### config.mk
export PLATFORM = sky130hd
export DESIGN_NAME = decode_stage
export DESIGN_NICKNAME = d
export VERILOG_FILES = /design/src/logic/rv_decode_pkg.sv /design/src/logic/decode_stage.sv /design/src/logic/imm_gen.sv /design/src/logic/instr_classifier.sv /design/src/logic/op_encoder.sv
export VERILOG_INCLUDE_DIRS = /design/src /design/src/logic
export SDC_FILE = /design/constraint.sdc
export NUM_CORES = 1
export LEC_CHECK = 0
export BUFFER_PORTS_ARGS = -buffer_cell sky130_fd_sc_hd__buf_2
export CORE_ASPECT_RATIO = 0.75
export CORE_UTILIZATION = 50
export DETAILED_ROUTE_END_ITERATION = 8
export PLACE_DENSITY = 0.89
export SYNTH_ARGS = -nofsm -noshare
export SYNTH_HDL_FRONTEND = slang
export SYNTH_SLANG_ARGS = --single-unit
### constraint.sdc
create_clock -name i_clk -period 2.71 [get_ports i_clk]
set_input_delay 0.542 -clock i_clk [delete_from_list [all_inputs] [get_ports i_clk]]
set_output_delay 0.542 -clock i_clk [all_outputs]
set_load 0.1 [all_outputs]
### src/logic/rv_decode_defines.svh
`ifndef RV_DECODE_DEFINES_SVH
`define RV_DECODE_DEFINES_SVH

// Datapath and PC width
`define RV_XLEN         32

// Register file address width
`define RV_REG_AW       5

// Major opcode field instr[6:0]
`define RV_OPCODE_W     7

// Shift amount field instr[24:20]
`define RV_SHAMT_W      5

// Instruction size, step to the second issue slot
`define RV_INSTR_BYTES  4

`endif

### src/logic/rv_decode_pkg.sv
`default_nettype none

`include "rv_decode_defines.svh"

package rv_decode_pkg;

    typedef enum logic [`RV_OPCODE_W-1:0] {
        OPC_LOAD   = 7'b000_0011,
        OPC_STORE  = 7'b010_0011,
        OPC_BRANCH = 7'b110_0011,
        OPC_OP_IMM = 7'b001_0011,
        OPC_OP     = 7'b011_0011,
        OPC_SYSTEM = 7'b111_0011,
        OPC_JAL    = 7'b110_1111,
        OPC_JALR   = 7'b110_0111,
        OPC_LUI    = 7'b011_0111,
        OPC_AUIPC  = 7'b001_0111
    } opcode_e;

    // NONE sits at zero so a cleared record reads as no class
    typedef enum logic [2:0] {
        NONE,
        LOAD,
        STORE,
        ALU,
        CTRL_TRNSF
    } funct_e;

    typedef enum logic [4:0] {
        ADD, SUB, XOR, OR, AND,               // 0 - 4
        SRL, SRA, SLL, SLT, SLTU,             // 5 - 9
        BEQ, BNE, BLT, BGE, BLTU, BGEU,       // 10 - 15
        LB, LH, LW, LBU, LHU,                 // 16 - 20
        SB, SH, SW,                           // 21 - 23
        JAL, JALR, LUI, AUIPC                 // 24 - 27
    } instr_op_e;

    typedef enum logic [2:0] {
        IMM_NONE,
        IMM_I,
        IMM_S,
        IMM_B,
        IMM_SHIFT,
        IMM_U,
        IMM_J
    } imm_fmt_e;

    typedef struct packed {
        logic       is_load;
        logic       is_store;
        logic       is_branch;
        logic       is_op_imm;
        logic       is_op;
        logic       is_system;
        logic       is_jal;
        logic       is_jalr;
        logic       is_lui;
        logic       is_auipc;
        logic [2:0] funct3;
        logic       f7_zero;       // funct7 == 7'b000_0000
        logic       f7_alt;        // funct7 == 7'b010_0000
        logic       shamt_hi_one;  // instr[24:20] == 1, ebreak pattern
    } instr_class_t;

    typedef struct packed {
        funct_e                funct;
        instr_op_e             instr_op;
        logic [`RV_REG_AW-1:0] rs1_addr;
        logic [`RV_REG_AW-1:0] rs2_addr;
        logic [`RV_REG_AW-1:0] rd_addr;
        logic                  use_imm;
        logic                  use_pc;
        logic [`RV_XLEN-1:0]   imm;
        logic [`RV_XLEN-1:0]   pc;
        logic                  wr_en;
        logic                  valid;
        logic                  prd_en;
        logic                  ecall;
        logic                  ebreak;
    } decode_t;

endpackage

`default_nettype wire

### src/logic/decode_stage.sv
`timescale 1ns/1ps
`default_nettype none

`include "rv_decode_defines.svh"

module decode_stage
    import rv_decode_pkg::*;
(
    input  logic                i_clk,
    input  logic                i_reset,
    input  logic [`RV_XLEN-1:0] i_instr,
    input  logic [`RV_XLEN-1:0] i_pc,
    input  logic                i_slot2,      // Second issue slot, PC + 4
    input  logic                i_instr_vld,  // One-cycle strobe
    output decode_t             o_decode
);

    instr_class_t        instr_class;
    instr_op_e           instr_op;
    funct_e              funct;
    imm_fmt_e            imm_fmt;
    logic                class_ok;
    logic                use_imm;
    logic                use_pc;
    logic                wr_en;
    logic                prd_en;
    logic                ecall;
    logic                ebreak;
    logic [`RV_XLEN-1:0] imm;
    logic [`RV_XLEN-1:0] slot_pc;
    decode_t             decode_next;

    instr_classifier u_classifier (
        .i_instr (i_instr),
        .o_class (instr_class)
    );

    op_encoder u_op_encoder (
        .i_class    (instr_class),
        .o_instr_op (instr_op),
        .o_funct    (funct),
        .o_imm_fmt  (imm_fmt),
        .o_class_ok (class_ok),
        .o_use_imm  (use_imm),
        .o_use_pc   (use_pc),
        .o_wr_en    (wr_en),
        .o_prd_en   (prd_en),
        .o_ecall    (ecall),
        .o_ebreak   (ebreak)
    );

    imm_gen u_imm_gen (
        .i_instr   (i_instr),
        .i_imm_fmt (imm_fmt),
        .o_imm     (imm)
    );

    assign slot_pc = i_slot2 ? i_pc + `RV_XLEN'(`RV_INSTR_BYTES) : i_pc;

    always_comb begin
        decode_next.funct    = funct;
        decode_next.instr_op = instr_op;
        decode_next.rs1_addr = i_instr[19:15];  // Raw fields, consumer ignores unused ones
        decode_next.rs2_addr = i_instr[24:20];
        decode_next.rd_addr  = i_instr[11:7];
        decode_next.use_imm  = use_imm;
        decode_next.use_pc   = use_pc;
        decode_next.imm      = imm;
        decode_next.pc       = slot_pc;
        decode_next.wr_en    = wr_en;
        decode_next.valid    = i_instr_vld & class_ok;
        decode_next.prd_en   = prd_en;
        decode_next.ecall    = ecall;
        decode_next.ebreak   = ebreak;
    end

    // Pipeline register, payload holds while the strobe is low
    always_ff @(posedge i_clk) begin
        if (i_reset) begin
            o_decode <= '0;
        end else if (i_instr_vld) begin
            o_decode <= decode_next;
        end else begin
            o_decode.valid <= 1'b0;  // One record per strobe
        end
    end

endmodule

`default_nettype wire

### src/logic/imm_gen.sv
`timescale 1ns/1ps
`default_nettype none

`include "rv_decode_defines.svh"

module imm_gen
    import rv_decode_pkg::*;
(
    input  logic [`RV_XLEN-1:0] i_instr,
    input  imm_fmt_e            i_imm_fmt,
    output logic [`RV_XLEN-1:0] o_imm
);

    logic [`RV_XLEN-1:0] imm_i;
    logic [`RV_XLEN-1:0] imm_s;
    logic [`RV_XLEN-1:0] imm_b;
    logic [`RV_XLEN-1:0] imm_j;
    logic [`RV_XLEN-1:0] imm_shift;
    logic [`RV_XLEN-1:0] imm_u;

    assign imm_i     = {{20{i_instr[31]}}, i_instr[31:20]};
    assign imm_s     = {{20{i_instr[31]}}, i_instr[31:25], i_instr[11:7]};
    assign imm_b     = {{19{i_instr[31]}}, i_instr[31], i_instr[7], i_instr[30:25],
                        i_instr[11:8], 1'b0};  // Halfword aligned offset
    assign imm_j     = {{11{i_instr[31]}}, i_instr[31], i_instr[19:12], i_instr[20],
                        i_instr[30:21], 1'b0};
    assign imm_shift = {{(`RV_XLEN-`RV_SHAMT_W){1'b0}}, i_instr[24:20]};  // Unsigned shamt
    assign imm_u     = {i_instr[31:12], 12'h000};  // LUI and AUIPC

    always_comb begin
        case (i_imm_fmt)
            IMM_I:     o_imm = imm_i;
            IMM_S:     o_imm = imm_s;
            IMM_B:     o_imm = imm_b;
            IMM_SHIFT: o_imm = imm_shift;
            IMM_U:     o_imm = imm_u;
            IMM_J:     o_imm = imm_j;
            default:   o_imm = '0;  // OP, SYSTEM and illegal words
        endcase
    end

endmodule

`default_nettype wire

### src/logic/instr_classifier.sv
`timescale 1ns/1ps
`default_nettype none

`include "rv_decode_defines.svh"

module instr_classifier
    import rv_decode_pkg::*;
(
    input  logic [`RV_XLEN-1:0] i_instr,
    output instr_class_t        o_class
);

    opcode_e                opcode;
    logic [6:0]             funct7;
    logic [`RV_SHAMT_W-1:0] shamt;

    assign opcode = opcode_e'(i_instr[`RV_OPCODE_W-1:0]);  // Unlisted codes match no group
    assign funct7 = i_instr[31:25];
    assign shamt  = i_instr[24:20];

    // Opcode groups, at most one flag set per word
    always_comb begin
        o_class.is_load   = (opcode == OPC_LOAD);
        o_class.is_store  = (opcode == OPC_STORE);
        o_class.is_branch = (opcode == OPC_BRANCH);
        o_class.is_op_imm = (opcode == OPC_OP_IMM);
        o_class.is_op     = (opcode == OPC_OP);
        o_class.is_system = (opcode == OPC_SYSTEM);
        o_class.is_jal    = (opcode == OPC_JAL);
        o_class.is_jalr   = (opcode == OPC_JALR);
        o_class.is_lui    = (opcode == OPC_LUI);
        o_class.is_auipc  = (opcode == OPC_AUIPC);
    end

    always_comb begin
        o_class.funct3       = i_instr[14:12];
        o_class.f7_zero      = (funct7 == 7'b000_0000);
        o_class.f7_alt       = (funct7 == 7'b010_0000);  // SUB and SRA marker
        o_class.shamt_hi_one = (shamt == `RV_SHAMT_W'(1));
    end

endmodule

`default_nettype wire

### src/logic/op_encoder.sv
`timescale 1ns/1ps
`default_nettype none

module op_encoder
    import rv_decode_pkg::*;
(
    input  instr_class_t i_class,
    output instr_op_e    o_instr_op,
    output funct_e       o_funct,
    output imm_fmt_e     o_imm_fmt,
    output logic         o_class_ok,
    output logic         o_use_imm,
    output logic         o_use_pc,
    output logic         o_wr_en,
    output logic         o_prd_en,
    output logic         o_ecall,
    output logic         o_ebreak
);

    logic is_shift;

    // Shared ALU mapping for OP and OP_IMM
    // Register forms check funct7 on every operation, immediate forms only on shifts
    function automatic instr_op_e alu_op(
        input logic [2:0] f3,
        input logic       f7_zero,
        input logic       f7_alt,
        input logic       is_reg
    );
        instr_op_e op;
        logic      f7_std;
        op     = ADD;
        f7_std = f7_zero | ~is_reg;
        case (f3)
            3'b000: if (is_reg && f7_alt) op = SUB;
            3'b001: if (f7_zero) op = SLL;
            3'b010: if (f7_std) op = SLT;
            3'b011: if (f7_std) op = SLTU;
            3'b100: if (f7_std) op = XOR;
            3'b101: begin
                if (f7_zero) op = SRL;
                else if (f7_alt) op = SRA;
            end
            3'b110: if (f7_std) op = OR;
            default: if (f7_std) op = AND;
        endcase
        return op;
    endfunction

    assign is_shift = (i_class.funct3 == 3'b001) || (i_class.funct3 == 3'b101);

    always_comb begin
        o_funct    = NONE;  // SYSTEM and unknown opcodes
        o_instr_op = ADD;   // Fallback for unmatched patterns
        o_imm_fmt  = IMM_NONE;
        case (1'b1)
            i_class.is_load: begin
                o_funct   = LOAD;
                o_imm_fmt = IMM_I;
                case (i_class.funct3)
                    3'b000:  o_instr_op = LB;
                    3'b001:  o_instr_op = LH;
                    3'b010:  o_instr_op = LW;
                    3'b100:  o_instr_op = LBU;
                    3'b101:  o_instr_op = LHU;
                    default: o_instr_op = ADD;
                endcase
            end
            i_class.is_store: begin
                o_funct   = STORE;
                o_imm_fmt = IMM_S;
                case (i_class.funct3)
                    3'b000:  o_instr_op = SB;
                    3'b001:  o_instr_op = SH;
                    3'b010:  o_instr_op = SW;
                    default: o_instr_op = ADD;
                endcase
            end
            i_class.is_branch: begin
                o_funct   = CTRL_TRNSF;
                o_imm_fmt = IMM_B;
                case (i_class.funct3)
                    3'b000:  o_instr_op = BEQ;
                    3'b001:  o_instr_op = BNE;
                    3'b100:  o_instr_op = BLT;
                    3'b101:  o_instr_op = BGE;
                    3'b110:  o_instr_op = BLTU;
                    3'b111:  o_instr_op = BGEU;
                    default: o_instr_op = ADD;
                endcase
            end
            i_class.is_op_imm: begin
                o_funct    = ALU;
                o_imm_fmt  = is_shift ? IMM_SHIFT : IMM_I;  // Format follows funct3 alone
                o_instr_op = alu_op(i_class.funct3, i_class.f7_zero, i_class.f7_alt, 1'b0);
            end
            i_class.is_op: begin
                o_funct    = ALU;
                o_instr_op = alu_op(i_class.funct3, i_class.f7_zero, i_class.f7_alt, 1'b1);
            end
            i_class.is_jal: begin
                o_funct    = CTRL_TRNSF;
                o_imm_fmt  = IMM_J;
                o_instr_op = JAL;
            end
            i_class.is_jalr: begin
                o_funct    = CTRL_TRNSF;
                o_imm_fmt  = IMM_I;
                o_instr_op = JALR;
            end
            i_class.is_lui: begin
                o_funct    = ALU;
                o_imm_fmt  = IMM_U;
                o_instr_op = LUI;
            end
            i_class.is_auipc: begin
                o_funct    = ALU;
                o_imm_fmt  = IMM_U;
                o_instr_op = AUIPC;
            end
            default: ;
        endcase
    end

    assign o_class_ok = (o_funct != NONE);
    assign o_prd_en   = (o_funct == CTRL_TRNSF);
    assign o_use_pc   = i_class.is_auipc | i_class.is_jal | i_class.is_branch;
    assign o_use_imm  = i_class.is_auipc | i_class.is_jal | i_class.is_jalr | i_class.is_lui |
                        i_class.is_load | i_class.is_op_imm | i_class.is_store |
                        i_class.is_branch;
    assign o_wr_en    = i_class.is_auipc | i_class.is_jal | i_class.is_jalr | i_class.is_lui |
                        i_class.is_load | i_class.is_op_imm | i_class.is_op;
    assign o_ebreak   = i_class.is_system & (i_class.funct3 == 3'b000) & i_class.shamt_hi_one;
    assign o_ecall    = i_class.is_system & ~o_ebreak;  // Never together with ebreak

endmodule

`default_nettype wire

==> impl_metrics.yaml, run 1 <==
synth:
  async_reset_ff_frac: 0
  yosys_most_used_dff: "dfxtp_1"
  syn_nets: 596
  synth_edf_count: 0
  ys_seq_area_frac: 0.418
  syn_area_um2: 4500
  ys_warn_count: 0
  ys_seq_elements: 94
  avgSynthCellArea_um2: 8.61
  synth.distinct_cells: 59
  synth_top_area_frac: 0.418
  synth_top_area_cell: "dfxtp_1"
  synthTopCellsByArea: "dfxtp_1 (42%), nor2_1 (5.8%), a211oi_1 (5.0%)"
  synthCells: 523
worst_setup_path:
  critPathLaunchType: "input pin"
  worst-endpoint-required_ns: 3.00
  rr_startpoint: "o_decode[86]$_SDFFE_PP0P_"
  critPathLaunch: "i_instr[6]"
  crit_chain: "buf_2, or2_1, or3_1, a211o_1, a211oi_2, buf_4, a221o_1"
  cp_num_buf_inv: 2
  path_depth: 7
  rr_endpoint: "o_decode[86]$_SDFFE_PP0P_"
  cp_max_fo: 18
  r2r_slack_ns: 1.86
  max_stage_delay_ns: 0.39
  arrival_ns: 2.33
  path_class: "input pin to flip-flop"
  cpMaxStageDelayCell: "or3_1"
  crit_path_end_kind: "flip-flop"
  cp_top_family: "compound AO/OA/AOI/OAI gates"
  endpoint: "o_decode[63]$_SDFFE_PP0P_"
  ff2ff_path_depth: 3
clocking:
  postCtsResizedCells: 0
  clk_latency_ns: 0.34
  postCtsHoldBufs: 0
  cts_tree: "done"
  root_buffer: "clkbuf_16"
  cts_inserted_buffers: 9
  ctsLongestPathBuffers: 2
  cts.htree.levels: 3
  path_clk_slew_ns: 0.07
  post-cts-setup-buffers: 0
  clock_sinks: 94
status:
  status: "finished, violations left"
  violations: "design-rule violations"
finish:
  area.growth.synth_to_final_pct: 26.8
  layout_common_cells: "buf_2 (160), dfxtp_1 (94), nor2_1 (68)"
  drive_above_1_share: 0.290
  nNetsFinal: 743
  final_common_cell: "buf_2"
  largest_registers: "o_decode (94)"
  top_register: "o_decode"
  largest_reg_flops: 94
  fillCellCount: 718
  diodes: 0
drt:
  first_pass_iters: 7
  drt-total-wl_um: 13200
  drt_iter0_markers: 400
  viasPerCell: 5.86
  num_vias: 4587
  wire_per_inst_um: 16.9
  ant_nets: 0
  route.detailed.drc: 12
timing:
  max_freq_mhz: 489
  worstMarginPinSlew_ns: 0.705
  setup_viol: 0
  fin_crit_sh: 0.754
  hold_viol_final: 0
  relSlewSlack: 0.526
  fin_crit_ns: 2.04
  fin_setup_tns_ns: 0
  rsz0062_at_grt: "no"
  fin_skew_ns: 0
  drv_slew: 0
power:
  irDropWorstVdd_uv: 511
  finalPower_mw: 3.60
  leakage_nw: 2.57
  p_per_area_nw_per_um2: 630
min_path:
  hold_class: "input pin to flip-flop"
  worstHoldStart: "i_pc[0]"
die:
  die_w_um: 112
  rows: 29
  fp.dieH_um: 84.2
  initial_core_util: 0.523
  die_area_um2: 9390
  core_um2: 8600
  ios: 162
placement:
  dpl.hpwl_um: 9720
  globalplace.congestion: 0.897
  portBuffers: 161
grt:
  grtUsageTotal: 0.282
  grt_start_max_net_pins: 45
  grt_pass1_wl_um: 21400
  overflow: 0
  antenna_found_initial: 0
  first_global_vias: 4375
flow_run:
  maxCapViolations: 0
## cell families after synthesis
group,count (synthesis),synth area share
muxes,18,0.0400
buffers and inverters,49,0.0436
and+or+nand+nor,188,0.202
AOI/OAI and AO/OA,139,0.224
adders and majority gates,6,0.0161
DFF,94,0.418
xor gates and xnor gates,29,0.0564
## per-stage QoR
step	util	cells	hold slack [ns]	area [um^2]	worst slack, ns
after floorplan	-	523	0.652	4500	0.570
after global placement	0.628	767	0.429	5400	0.423
after detailed placement	0.628	767	0.436	5400	0.333
after CTS	0.664	783	0.439	5710	0.684
after global routing	0.664	783	0.454	5710	0.497
final	0.664	783	0.444	5710	0.666
## worst min path at each step
stage                                      endpoint  depth (start not counted)
after floorplan           o_decode[38]$_SDFFE_PP0P_                          1
after global placement    o_decode[50]$_SDFFE_PP0P_                          2
after detailed placement  o_decode[68]$_SDFFE_PP0P_                          2
after CTS                  o_decode[5]$_SDFFE_PP0P_                          3
after global routing      o_decode[40]$_SDFFE_PP0P_                          2
final                      o_decode[5]$_SDFFE_PP0P_                          3
## report_power, final
| group | internal [mW] | switching (mW) |
|---|---|---|
| clock network | 0.730 | 0.579 |
| registers | 1.44 | 0.0292 |
| logic | 0.170 | 0.651 |
## Yosys cell counts (5+ instances only)
library cell,n
a311oi_1,6
nand4_1,12
and3_1,5
inv_1,11
ha_1,5
a21oi_1,17
dfxtp_1,94
a21o_1,7
mux2i_1,18
a211oi_1,30
nor3_1,13
nor2b_1,6
a221o_1,11
a22o_1,10
nand2_1,44
xor2_1,18
nor2_1,69
xnor2_1,11
clkbuf_1,29
o21ai_0,25
nand3_1,9
or3_1,5
buf_1,6
## cell type report
| type | instances | area [um^2] | area share |
|---|---|---|---|
| Clock buffer | 9 | 225 | 0.0395 |
| Inverter | 11 | 41.3 | 0.00723 |
| Clock inverter | 7 | 80.1 | 0.0140 |
| Multi-Input combinational cell | 380 | 2430 | 0.425 |
| Tap cell | 108 | 135 | 0.0237 |
| Sequential cell | 94 | 1880 | 0.330 |
| Timing Repair Buffer | 174 | 918 | 0.161 |
## worst register-to-register path: cells and delay by family (launching register included)
family | cells | cell delay [ns]
flops | 1 | 0.38
compound gates | 3 | 0.41
## layer usage
| metal | GRT usage | part of all wire | wire length [um] |
|---|---|---|---|
| met3 | 0.0794 | 0.084 | 1120 |
| met4 | 0.0971 | 0.019 | 253 |
| met1 | 0.379 | 0.45 | 5930 |
| met2 | 0.438 | 0.45 | 5940 |
| met5 | 0 | 0 | 0 |
(Power assumes the default switching activity.)
==> inputs of run 2 (changes only) <==
--- a/config.mk
+++ b/config.mk
@@ -6,11 +6,12 @@
 export SDC_FILE = /design/constraint.sdc
 export NUM_CORES = 1
 export LEC_CHECK = 0
+export ABC_AREA = 1
 export BUFFER_PORTS_ARGS = -buffer_cell sky130_fd_sc_hd__buf_2
 export CORE_ASPECT_RATIO = 0.75
-export CORE_UTILIZATION = 50
+export CORE_UTILIZATION = 46
 export DETAILED_ROUTE_END_ITERATION = 8
-export PLACE_DENSITY = 0.89
+export PLACE_DENSITY = 0.86
 export SYNTH_ARGS = -nofsm -noshare
 export SYNTH_HDL_FRONTEND = slang
 export SYNTH_SLANG_ARGS = --single-unit
==> constraint.sdc (replaced) <==
create_clock -name i_clk -period 1.65 [get_ports i_clk]
set_input_delay 0.33 -clock i_clk [delete_from_list [all_inputs] [get_ports i_clk]]
set_output_delay 0.33 -clock i_clk [all_outputs]
set_load 0.1 [all_outputs]
==> impl_metrics.yaml, run 2 <==
worst_setup_path:
  crit_path_end_kind: "flip-flop"
  arrival_ns: 1.73
  critPathLaunchType: "input pin"
  worst-endpoint-required_ns: 1.87
  path_class: "input pin to flip-flop"
  cp_max_fo: 6
timing:
  relSlewSlack: 0.653
  setup_viol: 0
  rsz0062_at_grt: "no"
  hold_viol_final: 0
  fin_setup_tns_ns: 0
  worstMarginPinSlew_ns: 0.524
  drv_slew: 0
  fin_crit_ns: 1.51
  fin_skew_ns: 0
  fin_crit_sh: 0.916
  max_freq_mhz: 662
drt:
  drt-total-wl_um: 14500
  dr_wl_met2_um: 6560
  route.detailed.drc: 0
  wl_met1_um: 6770
  dr_wl_met3_um: 1070
  viasPerCell: 5.20
  first_pass_iters: 5
  num_vias: 5425
  dr.max_layer_used: "met4"
  drt_iter0_markers: 370
  ant_nets: 0
  wire_per_inst_um: 13.9
synth:
  yosys_most_used_dff: "dfxtp_1"
  yosysMostFrequentCell: "nand2_1"
  ys_top_cells_by_count: "nand2_1 (161), dfxtp_1 (94), a21oi_1 (75), nor2_1 (67), o21ai_0 (65)"
  synth_top_area_cell: "dfxtp_1"
  synth.distinct_cells: 41
  ys_warn_count: 0
  ys_seq_area_frac: 0.383
  async_reset_ff_frac: 0
  ys_seq_elements: 94
  synth_edf_count: 0
  synthCells: 697
  synth_top_area_frac: 0.383
  avgSynthCellArea_um2: 7.05
  synthTopCellsByArea: "dfxtp_1 (38%), nand2_1 (12%), a21oi_1 (7.6%)"
  syn_area_um2: 4910
  syn_nets: 770
placement:
  placed_area_um2: 6330
  portBuffers: 161
  dpl.hpwl_um: 11000
  globalplace.congestion: 0.929
grt:
  first_global_vias: 4878
  grt_start_max_net_pins: 70
  grt_pass1_wl_um: 23900
  grtUsageTotal: 0.270
  overflow: 0
  antenna_found_initial: 0
clocking:
  path_clk_slew_ns: 0.07
  postCtsHoldBufs: 0
  clk_latency_ns: 0.34
  root_buffer: "clkbuf_16"
  cts_tree: "done"
  ctsLongestPathBuffers: 2
  cts.htree.levels: 3
  cts_inserted_buffers: 9
  clock_sinks: 94
die:
  die_area_um2: 11100
  initial_core_util: 0.476
  fp.dieH_um: 91.5
  die_w_um: 121
  core_um2: 10300
  ios: 162
  rows: 32
finish:
  final_area_um2: 6660
  top_register: "o_decode"
  drive_above_1_share: 0.326
  diodes: 0
  nNetsFinal: 975
  final_core_util: 0.644
  fillCellCount: 887
  area.growth.synth_to_final_pct: 35.5
  layout_common_cells: "nand2_1 (160), buf_2 (160), dfxtp_1 (94)"
  largest_registers: "o_decode (94)"
  largest_reg_flops: 94
power:
  finalPower_mw: 6.04
  leakage_nw: 3.38
  p_per_area_nw_per_um2: 907
  irDropWorstVdd_uv: 776
status:
  status: "finished, final reports clean"
min_path:
  hold_class: "input pin to flip-flop"
flow_run:
  maxCapViolations: 0
==> run 2: path summary, 6_finish.rpt <==
check | endpoint | start | cells past startpoint | slack [ns]
max | o_decode[60]$_SDFFE_PP0P_ | i_instr[6] | 14 | 0.14
max reg2reg | o_decode[7]$_SDFFE_PP0P_ | o_decode[7]$_SDFFE_PP0P_ | 4 | 0.96
min reg2reg | o_decode[56]$_SDFFE_PP0P_ | o_decode[56]$_SDFFE_PP0P_ | 2 | 0.46
min | o_decode[6]$_SDFFE_PP0P_ | i_pc[1] | 3 | 0.23
==> run 2: repair_timing <==
item                       in CTS  in global routing
resized for setup               0                  4
setup endpoints to repair       0                 21
buffers inserted                0                  0
==> run 2: stage by stage <==
| stage | hold slack, ns | instances | setup slack (ns) |
|---|---|---|---|
| 2_1_floorplan | 0.465 | 697 | 0.0597 |
| 3_3_place_gp | 0.450 | 1027 | -0.128 |
| 3_5_place_dp | 0.455 | 1027 | -0.214 |
| 4_1_cts | 0.225 | 1043 | 0.123 |
| 5_1_grt | 0.228 | 1043 | 0.0127 |
| 6_report | 0.227 | 1043 | 0.139 |
==> run 2: logic make-up (layout without fill, tap and decap cells) <==
| kind of cell | Yosys count | after routing | share of synthesized area |
|---|---|---|---|
| fa+ha+maj | 5 | 5 | 0.0127 |
| simple gates | 331 | 331 | 0.326 |
| compound gates | 151 | 151 | 0.159 |
| flops | 94 | 94 | 0.383 |
| xor+xnor | 27 | 27 | 0.0481 |
| buf+inv | 89 | 299 | 0.0711 |
==> run 2: report_power, final <==
part	switching (mW)	internal, mW
sequential	0.0467	2.37
clock	0.934	1.23
combinational	1.15	0.318
==> run 2: layout make-up <==
type	instances	area, um^2	area share
inverter	58	220	0.0331
sequential	94	1880	0.283
clock buffer	10	239	0.0359
timing repair buffer	225	1380	0.207
tap	136	170	0.0256
multi-input combinational	514	2700	0.405
clock inverter	6	70.1	0.0105
==> run 2: worst max-delay path, stage by stage <==
cell,delay [ns]
buf_2,0.11
inv_2,0.12
nand2_2,0.10
nor2_4,0.11
nand2_1,0.08
nand3_1,0.10
nand2_2,0.08
nand3_4,0.11
nand2_1,0.07
nand2_2,0.14
buf_4,0.17
nand3_2,0.06
nand2_1,0.06
a21oi_1,0.06
==> run 2: per-layer routing <==
layer,vias up,global-route usage
met5,-,0
met2,219,0.420
li1,2687,-
met4,0,0.0576
met1,2502,0.380
met3,17,0.0559
